--- src/logic/btb_pkg.sv ---
// Branch target buffer definitions
`default_nettype none

package btb_pkg;

    // ------------------------------------------------
    // sizes

    localparam int PC_WIDTH        = 38;
    localparam int ASID_WIDTH      = 9;
    localparam int TARGET_WIDTH    = 32;
    localparam int LOG_BTB_SETS    = 6;
    localparam int LOG_FETCH_LANES = 3;
    localparam int BTB_SETS        = 1 << LOG_BTB_SETS;
    // tag is whatever pc remains above index and lane
    localparam int BTB_TAG_WIDTH   = PC_WIDTH - LOG_BTB_SETS - LOG_FETCH_LANES;

    // ------------------------------------------------
    // basic types

    typedef logic [PC_WIDTH-1:0]        pc38_t;
    typedef logic [LOG_BTB_SETS-1:0]    fetch_idx_t;
    typedef logic [LOG_FETCH_LANES-1:0] fetch_lane_t;
    typedef logic [ASID_WIDTH-1:0]      asid_t;
    typedef logic [LOG_BTB_SETS-1:0]    btb_idx_t;
    typedef logic [BTB_TAG_WIDTH-1:0]   btb_tag_t;
    typedef logic                       btb_way_t;

    // zero action means no branch stored here
    typedef enum logic [2:0] {
        ACTION_NONE   = 3'd0,
        ACTION_BRANCH = 3'd1,
        ACTION_JUMP   = 3'd2,
        ACTION_CALL   = 3'd3,
        ACTION_RETURN = 3'd4
    } btb_action_e;

    typedef struct packed {
        btb_action_e              action;
        logic [TARGET_WIDTH-1:0]  target;
    } btb_info_t;

    typedef struct packed {
        btb_tag_t     tag;
        fetch_lane_t  lane;
        btb_info_t    info;
    } btb_entry_t;

    // ------------------------------------------------
    // pc field pickers and hashes

    function automatic fetch_lane_t fetch_lane_bits(pc38_t pc38);
        return pc38[LOG_FETCH_LANES-1:0];
    endfunction

    function automatic fetch_idx_t fetch_idx_bits(pc38_t pc38);
        return pc38[LOG_FETCH_LANES +: LOG_BTB_SETS];
    endfunction

    function automatic btb_idx_t index_hash(fetch_idx_t fetch_idx, asid_t asid);
        return fetch_idx ^ asid[LOG_BTB_SETS-1:0];
    endfunction

    function automatic btb_tag_t tag_hash(pc38_t pc38, asid_t asid);
        return pc38[PC_WIDTH-1 -: BTB_TAG_WIDTH] ^ btb_tag_t'(asid);
    endfunction

endpackage

`default_nettype wire

--- src/logic/btb_plru_table.sv ---
// BTB pseudo-LRU table
`timescale 1ns/100ps
`default_nettype none

module btb_plru_table (
    input  logic               CLK,
    input  logic               rst,

    input  logic               update_valid,
    input  btb_pkg::btb_idx_t  update_index,
    input  logic               update_hit,
    input  btb_pkg::btb_way_t  update_hit_way,

    output btb_pkg::btb_way_t  write_way
);

    // one bit per set, names the victim way
    logic [btb_pkg::BTB_SETS-1:0]  plru_bits;

    // ------------------------------------------------
    // way choice

    always_comb begin
        if (update_hit) begin
            write_way = update_hit_way;
        end
        else begin
            write_way = plru_bits[update_index];
        end
    end

    // ------------------------------------------------
    // plru update, point at the way not just written

    always_ff @(posedge CLK) begin
        if (rst) begin
            plru_bits <= '0;
        end
        else if (update_valid) begin
            plru_bits[update_index] <= ~write_way;
        end
    end

endmodule

`default_nettype wire

--- config.mk ---
export PLATFORM = sky130hd
export DESIGN_NAME = btb_plru_table
export DESIGN_NICKNAME = d
export VERILOG_FILES = /design/src/logic/btb_pkg.sv /design/src/logic/btb_plru_table.sv
export SDC_FILE = /design/constraint.sdc
export NUM_CORES = 1
export LEC_CHECK = 0
export ABC_AREA = 1
export ABC_CLOCK_PERIOD_IN_PS = 5470
export BUFFER_PORTS_ARGS = -buffer_cell sky130_fd_sc_hd__clkbuf_2
export CAP_MARGIN = 20
export CORE_ASPECT_RATIO = 0.75
export CORE_MARGIN = 1.5
export CORE_UTILIZATION = 40
export CTS_CLUSTER_SIZE = 8
export DETAILED_ROUTE_END_ITERATION = 7
export SLEW_MARGIN = 20
export SYNTH_ARGS = -nofsm -noshare
export SYNTH_HDL_FRONTEND = slang
export SYNTH_SLANG_ARGS = --single-unit
--- constraint.sdc ---
create_clock -name CLK -period 5.47 [get_ports CLK]
set_input_delay 1.094 -clock CLK [delete_from_list [all_inputs] [get_ports CLK]]
set_output_delay 1.094 -clock CLK [all_outputs]
set_load 0.02 [all_outputs]
[Yosys cells after proc, flatten, opt, wreduce, memory -nomap -nowiden]
Index checks and enable logic that the tools add are counted.
Cells by class
  magnitude comparators: 2
  mux-type cells: 6
  bitwise operators: 1
  reductions and logical operators: 1
Operators by type and width (count)
  64-bit bitwise mux: 1
  6-bit by 7-bit less-than comparator with 1-bit output (second input constant): 1
  1-bit binary-select mux with 6-bit select: 1
  1-bit demux with 6-bit select: 1
  6-bit by 1-bit greater-or-equal comparator with 1-bit output (second input constant): 1
  1-bit 2-to-1 mux: 3
  1-bit logical AND: 1
  1-bit NOT: 1
Word-level totals
  register bits: 64
  input port bits: 11
  output and inout bits: 1

[Longest topological paths before layout]
  word-level depth: 5
  mapped depth: 17
  mapped depth without buffers: 14

[Least setup slack after synthesis]
Ideal clock, no wire load.
  path type: input port to output port
  start: input port update_index[2]
  end: output port write_way
  data arrival time: 2.290 ns
  data required time: 4.376 ns
  slack: 2.086 ns
  stages: 11
  path buffers: 2
  cells stage by stage: buf_2 -> nor2_1 -> nand3_1 -> nand2_1 -> o21ai_0 -> nand2_1 -> nor2_1 -> nand3_1 -> buf_2 -> nand2_1 -> inv_1
On the way
  longest elaborated chain between the ends: 3
Ends and longest elaborated chain
  start, declared: RTL line btb_plru_table.sv:10  | input btb_pkg::btb_idx_t update_index,
  1-bit binary-select mux with 6-bit select: RTL line btb_plru_table.sv:28  | write_way = plru_bits[update_index];
  1-bit 2-to-1 mux (implied by the code): RTL line btb_plru_table.sv:28
  1-bit 2-to-1 mux: RTL line btb_plru_table.sv:24  | if (update_hit) begin
  end, declared: RTL line btb_plru_table.sv:14  | output btb_pkg::btb_way_t write_way
Every way passes these cells. The select of a mux whose other input is x is not followed.

[Worst setup path in the final report]
  start: input port update_index[0]
  end: output port write_way
The elaborated chain is that of the path after synthesis.

==> impl_summary.md <==
Status
The flow ran to the end, and the final reports show no timing, DRC or antenna violations.

Floorplanning
In this run the vertical extent of the chip is approximately 88 um. The horizontal extent of the die is about 120 um. The floorplan row count is 30. The initial standard-cell utilization of the core is between 40% and 50%. The die covers between 10000 and 15000 um^2.

The number of primary I/O pins is 12. The core region is around 9300 um^2.

Clocking
The total of hold buffers inserted after clock tree synthesis is 0. The clock-pin slew on the worst setup and hold paths is around 0.050 ns. No sink is reached through more buffers than the 2 on the longest clock path. The post-cts repair resize count is 0. The total clock sinks is 64. TritonCTS built the clock tree.

The clock reaches the later pin of the worst-skew pair after 0.34 ns. The clock tree root buffer cell is clkbuf_16. The H-tree generated during clock tree synthesis spans 3 levels. Buffers added to address setup during post-CTS repair amount to 0. The number of buffers inserted during clock tree synthesis is 9.

Cells and area
The layout overhead on the synthesized area is 9.152%. The number of antenna diodes in the final layout is 0. Ranked by flip-flop count, first place goes to plru_bits. The number of nets in the layout is around 710. The multi-input combinational cell area is 2002 um^2. At the end of the flow the core is filled with cells to 45.87%.

In the final layout, the registers with the most flip-flops are plru_bits: 64 flops. The register with the most flip-flops in the layout has between 60 and 70 of them. Across the whole layout, storage elements account for approximately 1300 um^2. Excluding fillers, the count of instances in the completed layout stands at 833. The fraction of final layout cells with drive strength greater than 1 is ~4.8%. The top cell types in the final layout, fill and taps aside, are nand2_1 (197), nor2_1 (197), inv_1 (111), nand3_1 (87), dfxtp_1 (64).

The number of filler instances in the final layout is between 1000 and 1500.

Critical path
Of all nets on the critical path, the largest fanout is 35. The critical path in this run is classified as input pin to output pin. The sort of element at the start of the critical path is an input pin. The required time reported for the critical path endpoint is 4.38 ns. The arrival time of the worst setup path is between 2 and 3 ns. The kind of end point of the critical path is an output pin.

Synth
The cell area after synthesis is between 3000 and 4000 um^2. Sequential elements use 32.88% of the synthesized area. The post-synthesis area per instance is 5.527 um^2. Yosys printed 0 warnings. The flip-flop and latch count after synthesis is 64. The instance count of the mapped netlist is 705. In this run, distinct cell masters in the synthesized netlist total 16.

The post-synthesis net count is 716.

Global routing
The initial antenna violation count was 0. The global routing usage on met3 is approximately 5.3%. The number of global-route vias before repair came to ~3600. Entering global routing, the biggest net connects 65 pins.

For met2 alone, demand over resource in global routing was between 30% and 40%. Global routing used approximately a third of the available met1 tracks. The first global-routing pass estimated ~17000 um of wire.

The total overflow left after global routing is 0. For this run, the total global-route usage over all layers was measured as 22.06%. The peak-usage layer in the global routing report is met2.

Timing
The number of setup violations in the final report is 0. The setup clock skew after layout is approximately 0.0056 ns. The final hold violation count is 0. The highest achievable clock rate is 249.3 MHz. Final hold analysis gives a worst-case slack of roughly 0.56 ns.

The max-slew violation count was 0. Summed over all failing endpoints, the final setup total negative slack is 0 ns. The transition time of the tightest slew-check pin is 0.7372 ns.

Setup repair after global routing left no endpoint under its margin. Of the available clock period, the critical path in the final layout requires between 70% and 80%. For the finished layout, the period the worst path requires is 4.012 ns.

The minimum setup slack in the final design is 1.458 ns. The normalized max-slew margin is approximately 50%.

Route
Summing over every cut layer, the via total after detailed routing is 4001. In the routed design, unresolved DRC markers number 0. The remaining antenna violation count is 0. The number of optimization iterations in the first detailed-route pass is 4. Using the TritonRoute via totals, the vias-per-cell ratio works out to between 4 and 5. The routed design has roughly 10000 um of wire. The DRC violation total after the first TritonRoute iteration is 305. The wire length per cell is between 10 and 15 um.

Placed design
Buffers placed on the I/O ports in this run total 11. The final estimated routing congestion in global placement is 0.9469. Timing analysis after detailed placement gives a worst setup slack of around 1.5 ns. The detailed placer's ending HPWL is ~6700 um. Once placement completed, the tool counted placed cells totaling between 800 and 900.

Worst hold path
The tightest min-delay check is of the register to register type.

Run
The number of max-capacitance violations reported is 0.

Power and ir drop
The total power divided by cell area is between 200 and 300 nW/um^2. Summed over all cells, the static leakage comes to between 0.002 and 0.0025 uW. The highest ir drop seen on vdd is about 0.15 mV.
==> critical path, stage by stage <==
cell      delay, ns
clkbuf_2       0.27
inv_2          0.52
nand2_1        0.13
nand3_1        0.10
nand2_1        0.05
o21ai_0        0.14
nand2_1        0.08
nor2_1         0.12
nand3_2        0.09
nand2_1        0.12
inv_1          0.05
clkbuf_2       0.15
==> power breakdown <==
part           total [uW]  internal (uW)  switching, uW
Clock                 584            376            208
Sequential            472            470           1.88
Combinational        95.4           19.7           75.8
Total                1150            866            285
==> cell usage after synthesis <==
master / count / area share [%]
buf_4: 1 / 0.19
nor2_1: 197 / 19
o21ai_0: 1 / 0.13
clkbuf_1: 11 / 1.1
nand2_1: 198 / 19
nand3_1: 88 / 11
o21ai_1: 4 / 0.51
buf_2: 6 / 0.77
nor2_2: 1 / 0.16
clkbuf_2: 1 / 0.13
buf_1: 3 / 0.29
nor3_1: 8 / 1.0
inv_2: 2 / 0.19
dfxtp_1: 64 / 33
buf_6: 9 / 2.6
inv_1: 111 / 11
==> final timing paths <==
path / startpoint / endpoint / slack [ns] / cells past startpoint
setup reg to reg: plru_bits[2] / plru_bits[25] / 3.49 / 14
setup / recovery: update_index[0] / write_way / 1.46 / 12
hold / removal: plru_bits[42] / plru_bits[42] / 0.56 / 4
hold reg to reg: plru_bits[42] / plru_bits[42] / 0.56 / 4
==> routing by layer <==
metal  vias to the layer above  wire length [um]  share of wire, %
met4                         0               150               1.4
li1                       2079                 -                 -
met2                       114              4467                43
met5                         -                 0                 0
met3                        13               597               5.7
met1                      1795              5203                50
==> layout make-up <==
cell class	instances	area share, %
Multi-Input combinational cell	497	47.07
Sequential cell	64	30.13
Inverter	113	9.974
Clock buffer	13	6.119
Tap cell	128	3.766
Timing Repair Buffer	15	2.001
Clock inverter	3	0.9415
==> per-stage QoR <==
step	total power (uW)	cell area, um^2
CTS	1161	4253
floorplan	556.6	3896
finish	1151	4253
global placement	575.6	3953
global route	1193	4253
detailed placement	577.0	3953
==> kinds of logic (layout without fill, tap and decap cells) <==
| family | Yosys count | in the layout | synth area share (%) |
|---|---|---|---|
| and+or+nand+nor | 492 | 492 | 50.55 |
| buffers and inverters | 144 | 144 | 15.93 |
| DFF | 64 | 64 | 32.88 |
| AOI/OAI and AO/OA | 5 | 5 | 0.6422 |
No activity file was read; power rests on OpenSTA's default activity.
