**config.mk**
```make
export PLATFORM = sky130hd
export DESIGN_NAME = btb_way_array
export DESIGN_NICKNAME = d
export VERILOG_FILES = /design/src/logic/btb_pkg.sv /design/src/logic/btb_way_array.sv
export SDC_FILE = /design/constraint.sdc
export NUM_CORES = 2
export LEC_CHECK = 0
export BUFFER_PORTS_ARGS = -buffer_cell sky130_fd_sc_hd__buf_2
export CORE_MARGIN = 3
export CORE_UTILIZATION = 57
export CTS_CLUSTER_SIZE = 14
export DETAILED_ROUTE_END_ITERATION = 8
export PLACE_DENSITY_LB_ADDON = 0.12
export SETUP_SLACK_MARGIN = 0.5
export SLEW_MARGIN = 20
export SYNTH_ARGS = -nofsm -noshare
export SYNTH_HDL_FRONTEND = slang
export SYNTH_MEMORY_MAX_BITS = 65536
export SYNTH_SLANG_ARGS = --single-unit
```
**constraint.sdc**
```tcl
create_clock -name CLK -period 5.6 [get_ports CLK]
set_input_delay 0.28 -clock CLK [delete_from_list [all_inputs] [get_ports CLK]]
set_output_delay 0.28 -clock CLK [all_outputs]
set_load 0.005 [all_outputs]
```
**src/logic/btb_pkg.sv**
```systemverilog
// Branch target buffer definitions
`default_nettype none

package btb_pkg;

    // ------------------------------------------------
    // sizes

    localparam int PC_WIDTH        = 38;
    localparam int ASID_WIDTH      = 9;
    localparam int TARGET_WIDTH    = 32;
    localparam int LOG_BTB_SETS    = 6;
    localparam int LOG_FETCH_LANES = 3;
    localparam int BTB_SETS        = 1 << LOG_BTB_SETS;
    // tag is whatever pc remains above index and lane
    localparam int BTB_TAG_WIDTH   = PC_WIDTH - LOG_BTB_SETS - LOG_FETCH_LANES;

    // ------------------------------------------------
    // basic types

    typedef logic [PC_WIDTH-1:0]        pc38_t;
    typedef logic [LOG_BTB_SETS-1:0]    fetch_idx_t;
    typedef logic [LOG_FETCH_LANES-1:0] fetch_lane_t;
    typedef logic [ASID_WIDTH-1:0]      asid_t;
    typedef logic [LOG_BTB_SETS-1:0]    btb_idx_t;
    typedef logic [BTB_TAG_WIDTH-1:0]   btb_tag_t;
    typedef logic                       btb_way_t;

    // zero action means no branch stored here
    typedef enum logic [2:0] {
        ACTION_NONE   = 3'd0,
        ACTION_BRANCH = 3'd1,
        ACTION_JUMP   = 3'd2,
        ACTION_CALL   = 3'd3,
        ACTION_RETURN = 3'd4
    } btb_action_e;

    typedef struct packed {
        btb_action_e              action;
        logic [TARGET_WIDTH-1:0]  target;
    } btb_info_t;

    typedef struct packed {
        btb_tag_t     tag;
        fetch_lane_t  lane;
        btb_info_t    info;
    } btb_entry_t;

    // ------------------------------------------------
    // pc field pickers and hashes

    function automatic fetch_lane_t fetch_lane_bits(pc38_t pc38);
        return pc38[LOG_FETCH_LANES-1:0];
    endfunction

    function automatic fetch_idx_t fetch_idx_bits(pc38_t pc38);
        return pc38[LOG_FETCH_LANES +: LOG_BTB_SETS];
    endfunction

    function automatic btb_idx_t index_hash(fetch_idx_t fetch_idx, asid_t asid);
        return fetch_idx ^ asid[LOG_BTB_SETS-1:0];
    endfunction

    function automatic btb_tag_t tag_hash(pc38_t pc38, asid_t asid);
        return pc38[PC_WIDTH-1 -: BTB_TAG_WIDTH] ^ btb_tag_t'(asid);
    endfunction

endpackage

`default_nettype wire

```
**src/logic/btb_way_array.sv**
```systemverilog
// BTB single way storage
`timescale 1ns/100ps
`default_nettype none

module btb_way_array (
    input  logic                 CLK,
    input  logic                 rst,

    // read port, data one cycle after strobe
    input  logic                 read_valid,
    input  btb_pkg::btb_idx_t    read_index,
    output btb_pkg::btb_entry_t  read_entry,
    output logic                 read_entry_valid,

    // write port
    input  logic                 write_valid,
    input  btb_pkg::btb_idx_t    write_index,
    input  btb_pkg::btb_entry_t  write_entry
);

    // ------------------------------------------------
    // storage

    btb_pkg::btb_entry_t           entry_mem [btb_pkg::BTB_SETS];
    logic [btb_pkg::BTB_SETS-1:0]  valid_vec;

    // ------------------------------------------------
    // valid bits

    always_ff @(posedge CLK) begin
        if (rst) begin
            valid_vec        <= '0;
            read_entry_valid <= 1'b0;
        end
        else begin
            // read sees the old bit on a same-set write
            if (read_valid) begin
                read_entry_valid <= valid_vec[read_index];
            end
            if (write_valid) begin
                valid_vec[write_index] <= 1'b1;
            end
        end
    end

    // ------------------------------------------------
    // entry array

    always_ff @(posedge CLK) begin
        // output holds between read strobes
        if (read_valid) begin
            read_entry <= entry_mem[read_index];
        end
        if (write_valid) begin
            entry_mem[write_index] <= write_entry;
        end
    end

endmodule

`default_nettype wire

```
Word-level counts from Yosys, hierarchy flattened
Memories as Yosys holds them, arrays and structs flattened. A register that Yosys moved wholly into a read port is not among the register bits.
Cells that the tools add are included.
{"block": "word_totals", "reg_bits": 65, "mem_bits_rw": 4288, "memories": 1, "input_bits": 83, "out_inout_bits": 68, "wordCells": 14, "latch_bits": 0, "rom_bits": 0}
{"name": "entry_mem", "words": 64, "word_bits": 67, "rd": 1, "rd_ports_with_merged_regs": 1, "wr": 1, "line": "btb_way_array.sv:24", "source": "btb_pkg::btb_entry_t entry_mem [btb_pkg::BTB_SETS];"}
{"block": "op_classes", "n_lt_le_gt_ge": 3, "eq_ne": 0, "div_mod_pow": 0, "reduce_logical": 1, "n_addsub": 0, "n_mux": 6, "n_mul": 0, "bitwise": 1, "shift": 0}
{"operator": "64-bit bitwise OR", "count": 1}
{"operator": "6-bit by 7-bit less-than comparator with 1-bit output (second input constant)", "count": 2}
{"operator": "1-bit binary-select mux with 6-bit select", "count": 1}
{"operator": "1-bit demux with 6-bit select", "count": 1}
{"operator": "6-bit by 1-bit greater-or-equal comparator with 1-bit output (second input constant)", "count": 1}
{"operator": "1-bit 2-to-1 mux", "count": 4}
{"operator": "1-bit logical AND", "count": 1}

Logic depth before layout (Yosys ltp)
{"block": "depth", "word_depth": 5, "ltp_mapped": 9, "mapped_depth_nobuf": 5}

Worst setup path after synthesis
No wires, ideal clock.
{"block": "synth_path", "path_kind": "input to register", "startpoint": "in write_valid", "endpoint": "mem entry_mem[40][0] in the netlist's numbering, enable pin", "path_slack_ns": -0.335, "arrival_ns": 5.358, "required_ns": 5.023, "setup_ns": 0.577, "path_buffers": 0, "path_stages": 3, "cell_sequence": "nor2b_1 nand3_1 nor3_1"}
{"block": "synth_between", "elab_chain_len": 2}
{"element": "start, declared", "line": "btb_way_array.sv:16", "source": "input logic write_valid,"}
{"element": "1-bit 2-to-1 mux", "line": "btb_way_array.sv:54", "source": "if (write_valid) begin"}
{"element": "1-bit 2-to-1 mux (implied by the code)", "line": "btb_way_array.sv:55", "source": "entry_mem[write_index] <= write_entry;"}
{"element": "end, declared", "line": "btb_way_array.sv:24"}
No other way between the ends.

Worst setup path in the final report
{"block": "layout_path", "startpoint": "in write_index[2]", "endpoint": "mem entry_mem[23][0] in the netlist's numbering, enable pin"}
{"element": "start, declared", "line": "btb_way_array.sv:17", "source": "input btb_pkg::btb_idx_t write_index,"}
Straight into the memory's write port.

==> metrics.txt <==
worst vdd ir=0.358 mV; effective utilization at floorplan=0.575; die span in y=546 µm; proportion of netlist area held by the largest area contributor=0.785; signal arrival time at the worst endpoint=3560 ps; critical path required time=6180 ps; Setup Total Neg Slack=0 ps; CP endpoint kind=register; leading post-synthesis cells by cell area=sky130_fd_sc_hd__edfxtp_1 79%, sky130_fd_sc_hd__mux4_2 18%, sky130_fd_sc_hd__dfxtp_1 0.78%; endpoint of the worst setup timing path=entry_mem[23][0]; Longest Clk Path Bufs=4; Num CTS Buffers=434; most frequent cells after synthesis=4355 x sky130_fd_sc_hd__edfxtp_1, 1350 x sky130_fd_sc_hd__mux4_2, 186 x sky130_fd_sc_hd__nor2_1; Async SR Flop Fraction=0; antenna violations before repair=20; count of boundary I/O pins=151; TritonCTS clock tree=built; number of flops mapped to enable cells by yosys=4355; worst-path maximum fanout=20; CTS clk-pin slew, worst paths=60 ps; flip-flop and latch count after synthesis=4420; clock share of power=0.416; average routed wire per standard cell=39.3 µm; post-placement setup slack=1950 ps; worst reg2reg setup slack=3390 ps; Critical R2R Capture=read_entry[36]; deepest level of the CTS H-tree=5; Core Rows=197; clock latency on the worst-skew pair=970 ps; portion of total power attributed to combinational logic=0.044; transition at the pin with the smallest max-transition slack=1180 ps; library cell used as clock root buffer=sky130_fd_sc_hd__clkbuf_16; cells along the critical path=dlygate4sd3_1 -> buf_2 -> and2_1 -> nand3_1 -> nor2_4 -> buf_4; IO Port Bufs=150; cell with the most instances after synthesis=sky130_fd_sc_hd__edfxtp_1; type of the setup path with the least slack=primary input to register; aggregate global-route resource usage=0.301; cell at the slowest stage of the critical path=sky130_fd_sc_hd__nor2_4; Worst Slack Setup Final=2620 ps; kind of path behind the tightest hold check=primary input to register; post-detailed-route DRC marker count=0; max-cap check violation count=0; register area share after synthesis=0.793; run status=finished clean; detail-routed via count per cell=6.89; final setup violation count=0; Switching Share=0.206; fraction of final layout cells sized beyond drive strength 1=0.323; final max-slew violation count=0; power share of the sequential group=0.541; post-synthesis instance area=166000 µm²; sort of element at the start of the critical path=primary input; via count of the first global-routing pass=78700; critical path's largest stage delay=1080 ps; clock period minus final worst setup slack=2980 ps; number of distinct library cell variants in the gate-level netlist after synthesis=32; DRT Wirelength=447 mm; count of cells along the worst register-to-register path=4; net switching power figure=14.0 mW; worst relative slew slack=0.210; library cell with the largest summed area after synthesis=sky130_fd_sc_hd__edfxtp_1; core area=289000 µm²; Synth warnings=0; final worst clock skew=54.7 ps; initial DRC count=10900; gpl congestion=0.776; synthesized area per cell=25.3 µm²; via count=78300; Final #Nets=7186; half-perimeter wire length of the detailed placement result=215 mm; Final Hold Fails=0; die width=546 µm; power consumption=68.0 mW; total of fill cells in the finished design=18500; beginning of the worst register-to-register path=entry_mem[7][36]; unrepaired setup endpoints after global routing=false; first-pass GRT wire length=623 mm; upper clock frequency limit=336 MHz; net count of the mapped netlist=6670; Syn Inst Count=6587; maximum number of pins on one net before global-route repair=96; Resize count post-CTS=0; synthesis-to-layout area growth=13.2%; number of sinks on the clock net=4420; Internal=53.9 mW; antenna violation net count after detailed routing=0; leakage power=58.4 nW; total die area=299000 µm²; first-pass detailed-route iteration total=5; final period utilization=0.532; Overflow after GRT=0; areal power density over the cells=361 nW/µm²; Worst setup startpoint=write_index[2]; Primary FF master, synth=sky130_fd_sc_hd__edfxtp_1
[routing by layer]
layer  routed length (µm)  global-route usage  part of all wire
met2               226000               0.500              0.51
met5                   55                   0           0.00012
met3                39600              0.0469             0.089
met1               164000               0.418              0.37
met4                16500              0.0987             0.037
[through the flow]
stage               utilization  area, µm²  hold WS, ps  cells
floorplan                     -     167000          379   6587
global placement          0.602     174000          443  10500
detailed placement        0.603     174000          452  10500
CTS                       0.651     188000       0.0269  11300
global route              0.651     189000         89.2  11400
finish                    0.652     189000         46.2  11400
[cells by family (layout without fill, tap and decap cells)]
family                 count (synthesis)  in the layout  share of synthesized area
muxes                               1357           1357                      0.183
DFF                                 4420           4420                      0.793
buffers and inverters                347           1228                    0.00903
and+or+nand+nor                      308            308                    0.00754
AOI/OAI and AO/OA                    155            155                    0.00705
other                                  0             12                          0
[state kept, by name, indices dropped and copies added (netlist names)]
name and flops:
valid_vec 64, read_entry_valid 1, read_entry 67, entry_mem 4288
[power by group through the flow]
| stage | Clock (mW) | Combinational, mW | Sequential [mW] |
|---|---|---|---|
| 6_report | 28.2 | 2.98 | 36.7 |
| 2_1_floorplan | 0 | 1.74 | 37.4 |
| 5_1_grt | 30.0 | 3.16 | 36.7 |
| 4_1_cts | 28.6 | 3.00 | 36.8 |
| 3_3_place_gp | 0 | 2.92 | 37.4 |
| 3_5_place_dp | 0 | 2.98 | 37.4 |
[worst min path at each step]
stage,slack [ps],start,cells past startpoint,end
global route,90,write_entry[10],1,entry_mem[38][10]
finish,50,write_entry[22],1,entry_mem[30][22]
detailed placement,450,valid_vec[27],2,valid_vec[27]
floorplan,380,write_entry[0],0,entry_mem[0][0]
global placement,440,valid_vec[27],2,valid_vec[27]
CTS,0.03,write_entry[66],1,entry_mem[11][66]
[what timing repair did]
item | in CTS | in global routing
hold endpoints to repair | 1051 | 247
endpoints found under the setup margin | 0 | 0
setup buffers | 0 | 0
hold buffers | 30 | 4
[cells in the final DEF, fill, tap and decap left out, drive strengths merged]
cell and count:
inv 14, or3 1, clkinvlp 15, o21ai 1, nand2 76, dfxtp 65, o22ai 2, nand2b 9
mux4 1350, mux2i 2, clkbuf 548, o2bb2ai 1, edfxtp 4355, a21oi 1, nor2b 15, nand3 10
a31oi 1, nor3 4, nor4 2, mux2 5, and2 2, nor2 186, o21ba 4, a311oi 2
nand3b 1, diode 12, a22oi 136, a2111oi 3, o41ai 1, a211oi 3, clkinv 189, bufinv 35
buf 393, dlygate4sd3 34, nand4 2
[cell type report]
class	instances	area, µm²	area share
antenna	12	30.0	0.000159
clock buffer	548	11400	0.0605
tap	3880	4850	0.0257
multi-input combinational	1820	33400	0.177
sequential	4420	132000	0.701
timing repair buffer	427	4430	0.0235
clock inverter	253	2310	0.0123
[worst max-delay path, delay by kind of cell]
family	cells	cell delay, ps
simple gates	3	1730
buf+inv	3	1450
No activity file was read; power rests on OpenSTA's default activity.
