`src/logic/btb_pkg.sv`:
```
// Branch target buffer definitions
`default_nettype none

package btb_pkg;

    // ------------------------------------------------
    // sizes

    localparam int PC_WIDTH        = 38;
    localparam int ASID_WIDTH      = 9;
    localparam int TARGET_WIDTH    = 32;
    localparam int LOG_BTB_SETS    = 6;
    localparam int LOG_FETCH_LANES = 3;
    localparam int BTB_SETS        = 1 << LOG_BTB_SETS;
    // tag is whatever pc remains above index and lane
    localparam int BTB_TAG_WIDTH   = PC_WIDTH - LOG_BTB_SETS - LOG_FETCH_LANES;

    // ------------------------------------------------
    // basic types

    typedef logic [PC_WIDTH-1:0]        pc38_t;
    typedef logic [LOG_BTB_SETS-1:0]    fetch_idx_t;
    typedef logic [LOG_FETCH_LANES-1:0] fetch_lane_t;
    typedef logic [ASID_WIDTH-1:0]      asid_t;
    typedef logic [LOG_BTB_SETS-1:0]    btb_idx_t;
    typedef logic [BTB_TAG_WIDTH-1:0]   btb_tag_t;
    typedef logic                       btb_way_t;

    // zero action means no branch stored here
    typedef enum logic [2:0] {
        ACTION_NONE   = 3'd0,
        ACTION_BRANCH = 3'd1,
        ACTION_JUMP   = 3'd2,
        ACTION_CALL   = 3'd3,
        ACTION_RETURN = 3'd4
    } btb_action_e;

    typedef struct packed {
        btb_action_e              action;
        logic [TARGET_WIDTH-1:0]  target;
    } btb_info_t;

    typedef struct packed {
        btb_tag_t     tag;
        fetch_lane_t  lane;
        btb_info_t    info;
    } btb_entry_t;

    // ------------------------------------------------
    // pc field pickers and hashes

    function automatic fetch_lane_t fetch_lane_bits(pc38_t pc38);
        return pc38[LOG_FETCH_LANES-1:0];
    endfunction

    function automatic fetch_idx_t fetch_idx_bits(pc38_t pc38);
        return pc38[LOG_FETCH_LANES +: LOG_BTB_SETS];
    endfunction

    function automatic btb_idx_t index_hash(fetch_idx_t fetch_idx, asid_t asid);
        return fetch_idx ^ asid[LOG_BTB_SETS-1:0];
    endfunction

    function automatic btb_tag_t tag_hash(pc38_t pc38, asid_t asid);
        return pc38[PC_WIDTH-1 -: BTB_TAG_WIDTH] ^ btb_tag_t'(asid);
    endfunction

endpackage

`default_nettype wire

```
`src/logic/btb_hit_select.sv`:
```
// BTB two-way hit selection
`timescale 1ns/100ps
`default_nettype none

module btb_hit_select (
    input  btb_pkg::btb_entry_t   entry_0,
    input  logic                  valid_0,
    input  btb_pkg::btb_entry_t   entry_1,
    input  logic                  valid_1,

    // from the response pc
    input  btb_pkg::btb_tag_t     resp_tag,
    input  btb_pkg::fetch_lane_t  resp_lane,

    output logic                  hit,
    output btb_pkg::btb_way_t     hit_way,
    output btb_pkg::fetch_lane_t  hit_lane,
    output logic                  double_hit,
    output btb_pkg::btb_info_t    info
);

    logic hit_0;
    logic hit_1;

    // ------------------------------------------------
    // per-way match

    always_comb begin
        // valid, real branch, tag match, lane at or past fetch lane
        hit_0 = valid_0
            & (entry_0.info.action != btb_pkg::ACTION_NONE)
            & (entry_0.tag == resp_tag)
            & (entry_0.lane >= resp_lane);
        hit_1 = valid_1
            & (entry_1.info.action != btb_pkg::ACTION_NONE)
            & (entry_1.tag == resp_tag)
            & (entry_1.lane >= resp_lane);
    end

    assign hit        = hit_0 | hit_1;
    assign double_hit = hit_0 & hit_1;

    // ------------------------------------------------
    // winner mux

    always_comb begin
        // lower lane wins, way 1 on a tie
        if ((hit_1 && !hit_0) || (double_hit && (entry_1.lane <= entry_0.lane))) begin
            hit_way  = 1'b1;
            hit_lane = entry_1.lane;
            info     = entry_1.info;
        end
        else begin
            // also the default when nothing hits
            hit_way  = 1'b0;
            hit_lane = entry_0.lane;
            info     = entry_0.info;
        end
    end

endmodule

`default_nettype wire

```
`config.mk`:
```
export PLATFORM = sky130hd
export DESIGN_NAME = btb_hit_select
export DESIGN_NICKNAME = d
export VERILOG_FILES = /design/src/logic/btb_pkg.sv /design/src/logic/btb_hit_select.sv
export SDC_FILE = /design/constraint.sdc
export NUM_CORES = 1
export LEC_CHECK = 0
export BUFFER_PORTS_ARGS = -buffer_cell sky130_fd_sc_hd__buf_2
export CAP_MARGIN = 10
export CORE_AREA = 4 4 79 81
export DETAILED_ROUTE_END_ITERATION = 10
export DIE_AREA = 0 0 83 85
export PLACE_DENSITY = 0.73
export SLEW_MARGIN = 20
export SYNTH_ARGS = -nofsm -noshare
export SYNTH_HDL_FRONTEND = slang
export SYNTH_SLANG_ARGS = --single-unit
```
`constraint.sdc`:
```
create_clock -name vclk -period 5.6
set_input_delay 1.12 -clock vclk [all_inputs]
set_output_delay 1.12 -clock vclk [all_outputs]
set_load 0.02 [all_outputs]
```
; After elaboration in Yosys (flattened, before gate mapping)
; Index checks and enable logic that the tools add are counted.
[op_classes]
add_sub_neg = 0
multipliers = 0
n_div = 0
n_lt_le_gt_ge = 3
n_eq_ne = 2
shifts = 0
n_mux = 3
bitwise = 8
reduce_logical = 6
[op_table]
columns = op, n
row1 = $eq A29 B29 Y1, 2
row2 = $mux W35, 1
row3 = $and A1 B1 Y1, 7
row4 = $ge A3 B3 Y1, 2
row5 = $reduce_bool A3 Y1, 2
row6 = $le A3 B3 Y1, 1
row7 = $mux W3, 1
row8 = $logic_and A1 B1 Y1, 2
row9 = $logic_not A1 Y1, 1
row10 = $logic_or A1 B1 Y1, 1
row11 = $mux W1, 1
row12 = $or A1 B1 Y1, 1
[word_totals]
reg_bits = 0
latchBits = 0
ramBits = 0
romBits = 0
output_inout_bits = 41
word_cells = 22
mem_count = 0

; Logic depth before layout (Yosys ltp)
[depth]
depth_word = 8
ltp_mapped = 10
depth_no_buf = 8

; Worst setup path before layout
; No wires, ideal clock.
[synth_path]
path_type = input to output
from = in entry_0[35] (netlist bit)
to = out hit_lane[0]
arrival_ps = 3182
required_time_ps = 4480
path_slack_ps = 1298
stages = 10
path_buffers = 2
cell_sequence = inv_1 -> ha_1 -> nand2b_1 -> a21o_1 -> a21o_1 -> and4_4 -> a2111oi_4 -> buf_6 -> buf_12 -> mux2i_1
[synth_between]
elab_chain_cells = 6
word_cells_on_any_way = 9
classes_between = order compare (2) / mux (1) / bitwise (2) / reduce/logical (4)
[synth_rtl]
columns = item, line
row1 = "start, declared", btb_hit_select.sv:6  ; input btb_pkg::btb_entry_t entry_0,
row2 = $ge A3 B3 Y1, btb_hit_select.sv:33  ; & (entry_0.lane >= resp_lane);
row3 = $and A1 B1 Y1, btb_hit_select.sv:33
row4 = $and A1 B1 Y1 / $logic_not A1 Y1 (equally long branches), "btb_hit_select.sv:41, btb_hit_select.sv:48"
row5 = $logic_and A1 B1 Y1, btb_hit_select.sv:48  ; if ((hit_1 && !hit_0) || (double_hit && (entry_1.lane <= entry_0.lane))) begin
row6 = $logic_or A1 B1 Y1, btb_hit_select.sv:48
row7 = $mux W3 *, btb_hit_select.sv:48
row8 = "end, declared", btb_hit_select.sv:17  ; output btb_pkg::fetch_lane_t hit_lane,
; Mark *: on every way between the ends. The rest lies on a longest branch, timed or not.

==> flow_summary.html <==
<table>
<tr><th>Metric</th><th>Value</th></tr>
<tr><th colspan="2">Cells and area</th></tr>
<tr><td>Sequential cell area</td><td>0 um2</td></tr>
<tr><td>Signed area change from the synthesized netlist to the final layout</td><td>72.7%</td></tr>
<tr><td>Number of clock-tree buffers in the layout</td><td>0</td></tr>
<tr><td>Sequential cell count of the final layout</td><td>0</td></tr>
<tr><td>Antenna cells</td><td>0</td></tr>
<tr><td>Final Instance Count excl. Fillers</td><td>437</td></tr>
<tr><td>Area of combinational cells with multiple inputs</td><td>1410 um2</td></tr>
<tr><td>Count of fill cells added during filler insertion</td><td>around 580</td></tr>
<tr><td>NumNets Final</td><td>544</td></tr>
<tr><td>Share of cells above drive strength 1</td><td>68.2%</td></tr>
<tr><th colspan="2">GRT</th></tr>
<tr><td>Remaining global-route overflow</td><td>0</td></tr>
<tr><td>GRT Overall Usage</td><td>between 10 and 15%</td></tr>
<tr><td>Largest net degree at the start of global routing</td><td>39</td></tr>
<tr><td>Number of antenna violations at the first check in global routing</td><td>0</td></tr>
<tr><td>Via count of the first global-routing pass</td><td>1964</td></tr>
<tr><td>First-pass GRT wire length</td><td>8.97 mm</td></tr>
<tr><th colspan="2">Pwr</th></tr>
<tr><td>Peak ir drop on the vdd network</td><td>0.0000357 V</td></tr>
<tr><td>Pint</td><td>96.8 uW</td></tr>
<tr><td>Sum of internal, switching and leakage power</td><td>176 uW</td></tr>
<tr><td>Lkg Pwr</td><td>about 1.4 nW</td></tr>
<tr><td>Power Density</td><td>68.2 nW/um2</td></tr>
<tr><td>Register share of total power</td><td>0%</td></tr>
<tr><td>Net switching component of the power</td><td>78.9 uW</td></tr>
<tr><td>Switching share of power</td><td>44.9%</td></tr>
<tr><td>Proportion of power drawn by combinational gates</td><td>100.0%</td></tr>
<tr><td>Clock share of power</td><td>0%</td></tr>
<tr><th colspan="2">Synth</th></tr>
<tr><td>Dominant cell type by area after synthesis</td><td>sky130_fd_sc_hd__xnor2_1</td></tr>
<tr><td>Yosys warnings</td><td>0</td></tr>
<tr><td>Cells after Synth</td><td>159</td></tr>
<tr><td>Fraction of post-synthesis cell area in the top cell type by area</td><td>19.9%</td></tr>
<tr><td>Top cells by area, synth</td><td>sky130_fd_sc_hd__xnor2_1 20%, sky130_fd_sc_hd__mux2_4 19%, sky130_fd_sc_hd__xor2_1 14%</td></tr>
<tr><td>Total standard cell area after synthesis</td><td>about 1500 um2</td></tr>
<tr><td>Synthesized area per cell</td><td>9.39 um2</td></tr>
<tr><td>Number of nets in the synthesized netlist</td><td>336</td></tr>
<tr><td>Synth cell types</td><td>28</td></tr>
<tr><td>Most repeated cell in the gate-level netlist after synthesis</td><td>sky130_fd_sc_hd__xnor2_1</td></tr>
<tr><td>Proportion of synthesized chip area in sequential cells</td><td>0%</td></tr>
<tr><td>Top cell types by occurrence after synthesis</td><td>34 x sky130_fd_sc_hd__xnor2_1, 24 x sky130_fd_sc_hd__xor2_1, 19 x sky130_fd_sc_hd__mux2_4, 18 x sky130_fd_sc_hd__mux2_2, 10 x sky130_fd_sc_hd__nand4_1</td></tr>
<tr><th colspan="2">Setup path</th></tr>
<tr><td>Worst Path Class, Setup</td><td>primary input to output port</td></tr>
<tr><td>Cell breakdown of the critical path</td><td>buf_2 -&gt; nor3_1 -&gt; nor4_1 -&gt; and4bb_1 -&gt; and4_4 -&gt; a2111oi_4 -&gt; buf_4 -&gt; mux2_2 -&gt; buf_2</td></tr>
<tr><td>Worst EP required</td><td>4.48 ns</td></tr>
<tr><td>Kind of capture point of the worst setup path</td><td>output port</td></tr>
<tr><td>Arrival time reported for the critical path endpoint</td><td>approximately 3.7 ns</td></tr>
<tr><td>Critical Path Slowest Stage Cell</td><td>sky130_fd_sc_hd__buf_4</td></tr>
<tr><td>Crit start category</td><td>primary input</td></tr>
<tr><td>Worst path most repeated cell</td><td>sky130_fd_sc_hd__buf_2</td></tr>
<tr><td>Worst-path maximum fanout</td><td>38</td></tr>
<tr><td>Critical Path Max Stage Delay</td><td>0.52 ns</td></tr>
<tr><th colspan="2">STA</th></tr>
<tr><td>F_max</td><td>209 MHz</td></tr>
<tr><td>RSZ-0062 raised after global routing</td><td>false</td></tr>
<tr><td>Transition time of the tightest slew-check pin</td><td>roughly 0.57 ns</td></tr>
<tr><td>Time the worst path needs with I/O delays and setup</td><td>4.80 ns</td></tr>
<tr><td>Number of hold violations in the final report</td><td>0</td></tr>
<tr><td>Total setup violations reported at the end of the flow</td><td>0</td></tr>
<tr><td>Final cycle utilization of the critical path</td><td>a little under nine tenths</td></tr>
<tr><td>Final Max Tran Viols</td><td>0</td></tr>
<tr><td>Slew headroom</td><td>between 60 and 70%</td></tr>
<tr><td>Total negative setup slack</td><td>0 ns</td></tr>
<tr><td>Final worst setup slack</td><td>0.805 ns</td></tr>
<tr><th colspan="2">Worst hold path</th></tr>
<tr><td>Worst Hold End</td><td>info[22]</td></tr>
<tr><td>Hold path cells</td><td>3</td></tr>
<tr><td>Kind of path behind the tightest hold check</td><td>primary input to output port</td></tr>
<tr><td>Startpoint of the lowest-slack hold path</td><td>entry_1[22]</td></tr>
<tr><th colspan="2">CTS</th></tr>
<tr><td>CTS Hold Bufs</td><td>0</td></tr>
<tr><td>Setup repair bufs after CTS</td><td>0</td></tr>
<tr><td>Resized Gates After CTS</td><td>0</td></tr>
<tr><th colspan="2">Drt</th></tr>
<tr><td>Met1 wire length</td><td>2.14 mm</td></tr>
<tr><td>DRC violations left</td><td>0</td></tr>
<tr><td>Total vias in the final route</td><td>1941</td></tr>
<tr><td>Routed length on met2</td><td>3.09 mm</td></tr>
<tr><td>Router iterations before antenna repair</td><td>4</td></tr>
<tr><td>Post-DR wirelength/cell</td><td>13.6 um</td></tr>
<tr><td>Vias per std cell</td><td>roughly 4.4</td></tr>
<tr><td>DR iter-0 viols</td><td>24</td></tr>
<tr><td>WL met3</td><td>639 um</td></tr>
<tr><td>Sum of routed wire length over all layers</td><td>5.92 mm</td></tr>
<tr><td>DRT antenna net count</td><td>0</td></tr>
<tr><td>Max Used Layer</td><td>met4</td></tr>
<tr><th colspan="2">Place</th></tr>
<tr><td>Number of buffers added on ports</td><td>209</td></tr>
<tr><td>Setup slack after placement</td><td>0.659 ns</td></tr>
<tr><td>Half-perimeter wire length after placement</td><td>~5.7 mm</td></tr>
<tr><td>Routability-driven placement congestion ratio</td><td>0.889</td></tr>
<tr><td># placed instances</td><td>437</td></tr>
<tr><th colspan="2">Floorplanning</th></tr>
<tr><td>Initial cell density of the core</td><td>27.3%</td></tr>
<tr><td># IOs</td><td>209</td></tr>
<tr><td>Overall die height</td><td>85 um</td></tr>
<tr><td>Floorplan die area</td><td>between 7000 and 8000 um2</td></tr>
<tr><td>X dimension of the die</td><td>83 um</td></tr>
<tr><td>Area of the core</td><td>5470 um2</td></tr>
<tr><td>FP Rows</td><td>27</td></tr>
<tr><th colspan="2">Flow run</th></tr>
<tr><td>Reported max-cap violation count</td><td>0</td></tr>
<tr><th colspan="2">Run status</th></tr>
<tr><td>Run status</td><td>finished clean</td></tr>
</table>
layout make-up:
class,count,share of cell area [%]
inverter,7,1.02
timing repair buffer,210,40.9
multi-input combinational,148,54.6
tap,72,3.50
power groups by stage:
stage / combinational (mW) / sequential [mW] / clock, mW
6_report: 0.176 / 0 / 0
5_1_grt: 0.193 / 0 / 0
4_1_cts: 0.178 / 0 / 0
3_5_place_dp: 0.177 / 0 / 0
3_3_place_gp: 0.174 / 0 / 0
2_1_floorplan: 0.0855 / 0 / 0
worst max-delay path, delay by kind of cell:
kind | cells | cell delay (ns)
mux | 1 | 0.40
buf+inv | 3 | 0.79
compound gates | 1 | 0.33
simple gates | 4 | 0.99
cell usage in the layout, fill, tap and decap left out:
cell,n
sky130_fd_sc_hd__a2111oi_4,1
sky130_fd_sc_hd__a21o_1,3
sky130_fd_sc_hd__a21oi_1,2
sky130_fd_sc_hd__a31oi_1,1
sky130_fd_sc_hd__a41oi_1,1
sky130_fd_sc_hd__and4_1,1
sky130_fd_sc_hd__and4_4,1
sky130_fd_sc_hd__and4bb_1,1
sky130_fd_sc_hd__buf_2,209
sky130_fd_sc_hd__buf_4,1
sky130_fd_sc_hd__ha_1,9
sky130_fd_sc_hd__inv_1,7
sky130_fd_sc_hd__mux2_2,18
sky130_fd_sc_hd__mux2_4,19
sky130_fd_sc_hd__mux2i_1,1
sky130_fd_sc_hd__nand2_1,3
sky130_fd_sc_hd__nand2b_1,2
sky130_fd_sc_hd__nand3b_1,1
sky130_fd_sc_hd__nand4_1,10
sky130_fd_sc_hd__nor2_1,4
sky130_fd_sc_hd__nor2b_1,1
sky130_fd_sc_hd__nor3_1,2
sky130_fd_sc_hd__nor4_1,7
sky130_fd_sc_hd__o21ai_0,1
sky130_fd_sc_hd__or4_1,1
sky130_fd_sc_hd__xnor2_1,34
sky130_fd_sc_hd__xor2_1,24
worst max-delay path by stage:
| stage | to | start | slack (ns) | depth (start not counted) |
|---|---|---|---|---|
| detailed placement | info[0] | entry_0[32] | 0.66 | 9 |
| global route | info[12] | entry_0[32] | 0.58 | 9 |
| finish | info[10] | entry_0[33] | 0.80 | 9 |
| global placement | info[12] | entry_0[33] | 0.72 | 9 |
| CTS | info[10] | entry_0[32] | 0.66 | 9 |
| floorplan | hit_lane[0] | entry_0[35] | 1.30 | 10 |
metrics by stage:
step           hold slack [ns]  utilization, %  cell area, um2
2_1_floorplan             2.40               -            1490
4_1_cts                   2.58            47.1            2580
5_1_grt                   2.59            47.1            2580
6_report                  2.58            47.1            2580
3_5_place_dp              2.58            47.1            2580
3_3_place_gp              2.58            47.1            2580
per-layer routing:
metal | up-vias | global-route usage (%)
met5 | - | 0
met4 | 0 | 1.49
met3 | 4 | 3.69
met2 | 127 | 30.2
met1 | 825 | 15.6
li1 | 985 | -
logic make-up after synthesis:
group	count (synthesis)	share of synthesized area, %
AO/OA/AOI/OAI	9	5.36
XOR/XNOR	58	34.0
adder cells (fa/ha/maj)	9	7.54
buffers and inverters	11	5.70
multiplexers	38	33.4
AND/OR/NAND/NOR	34	14.0
Note: power is estimated with default switching activity, not from simulation.
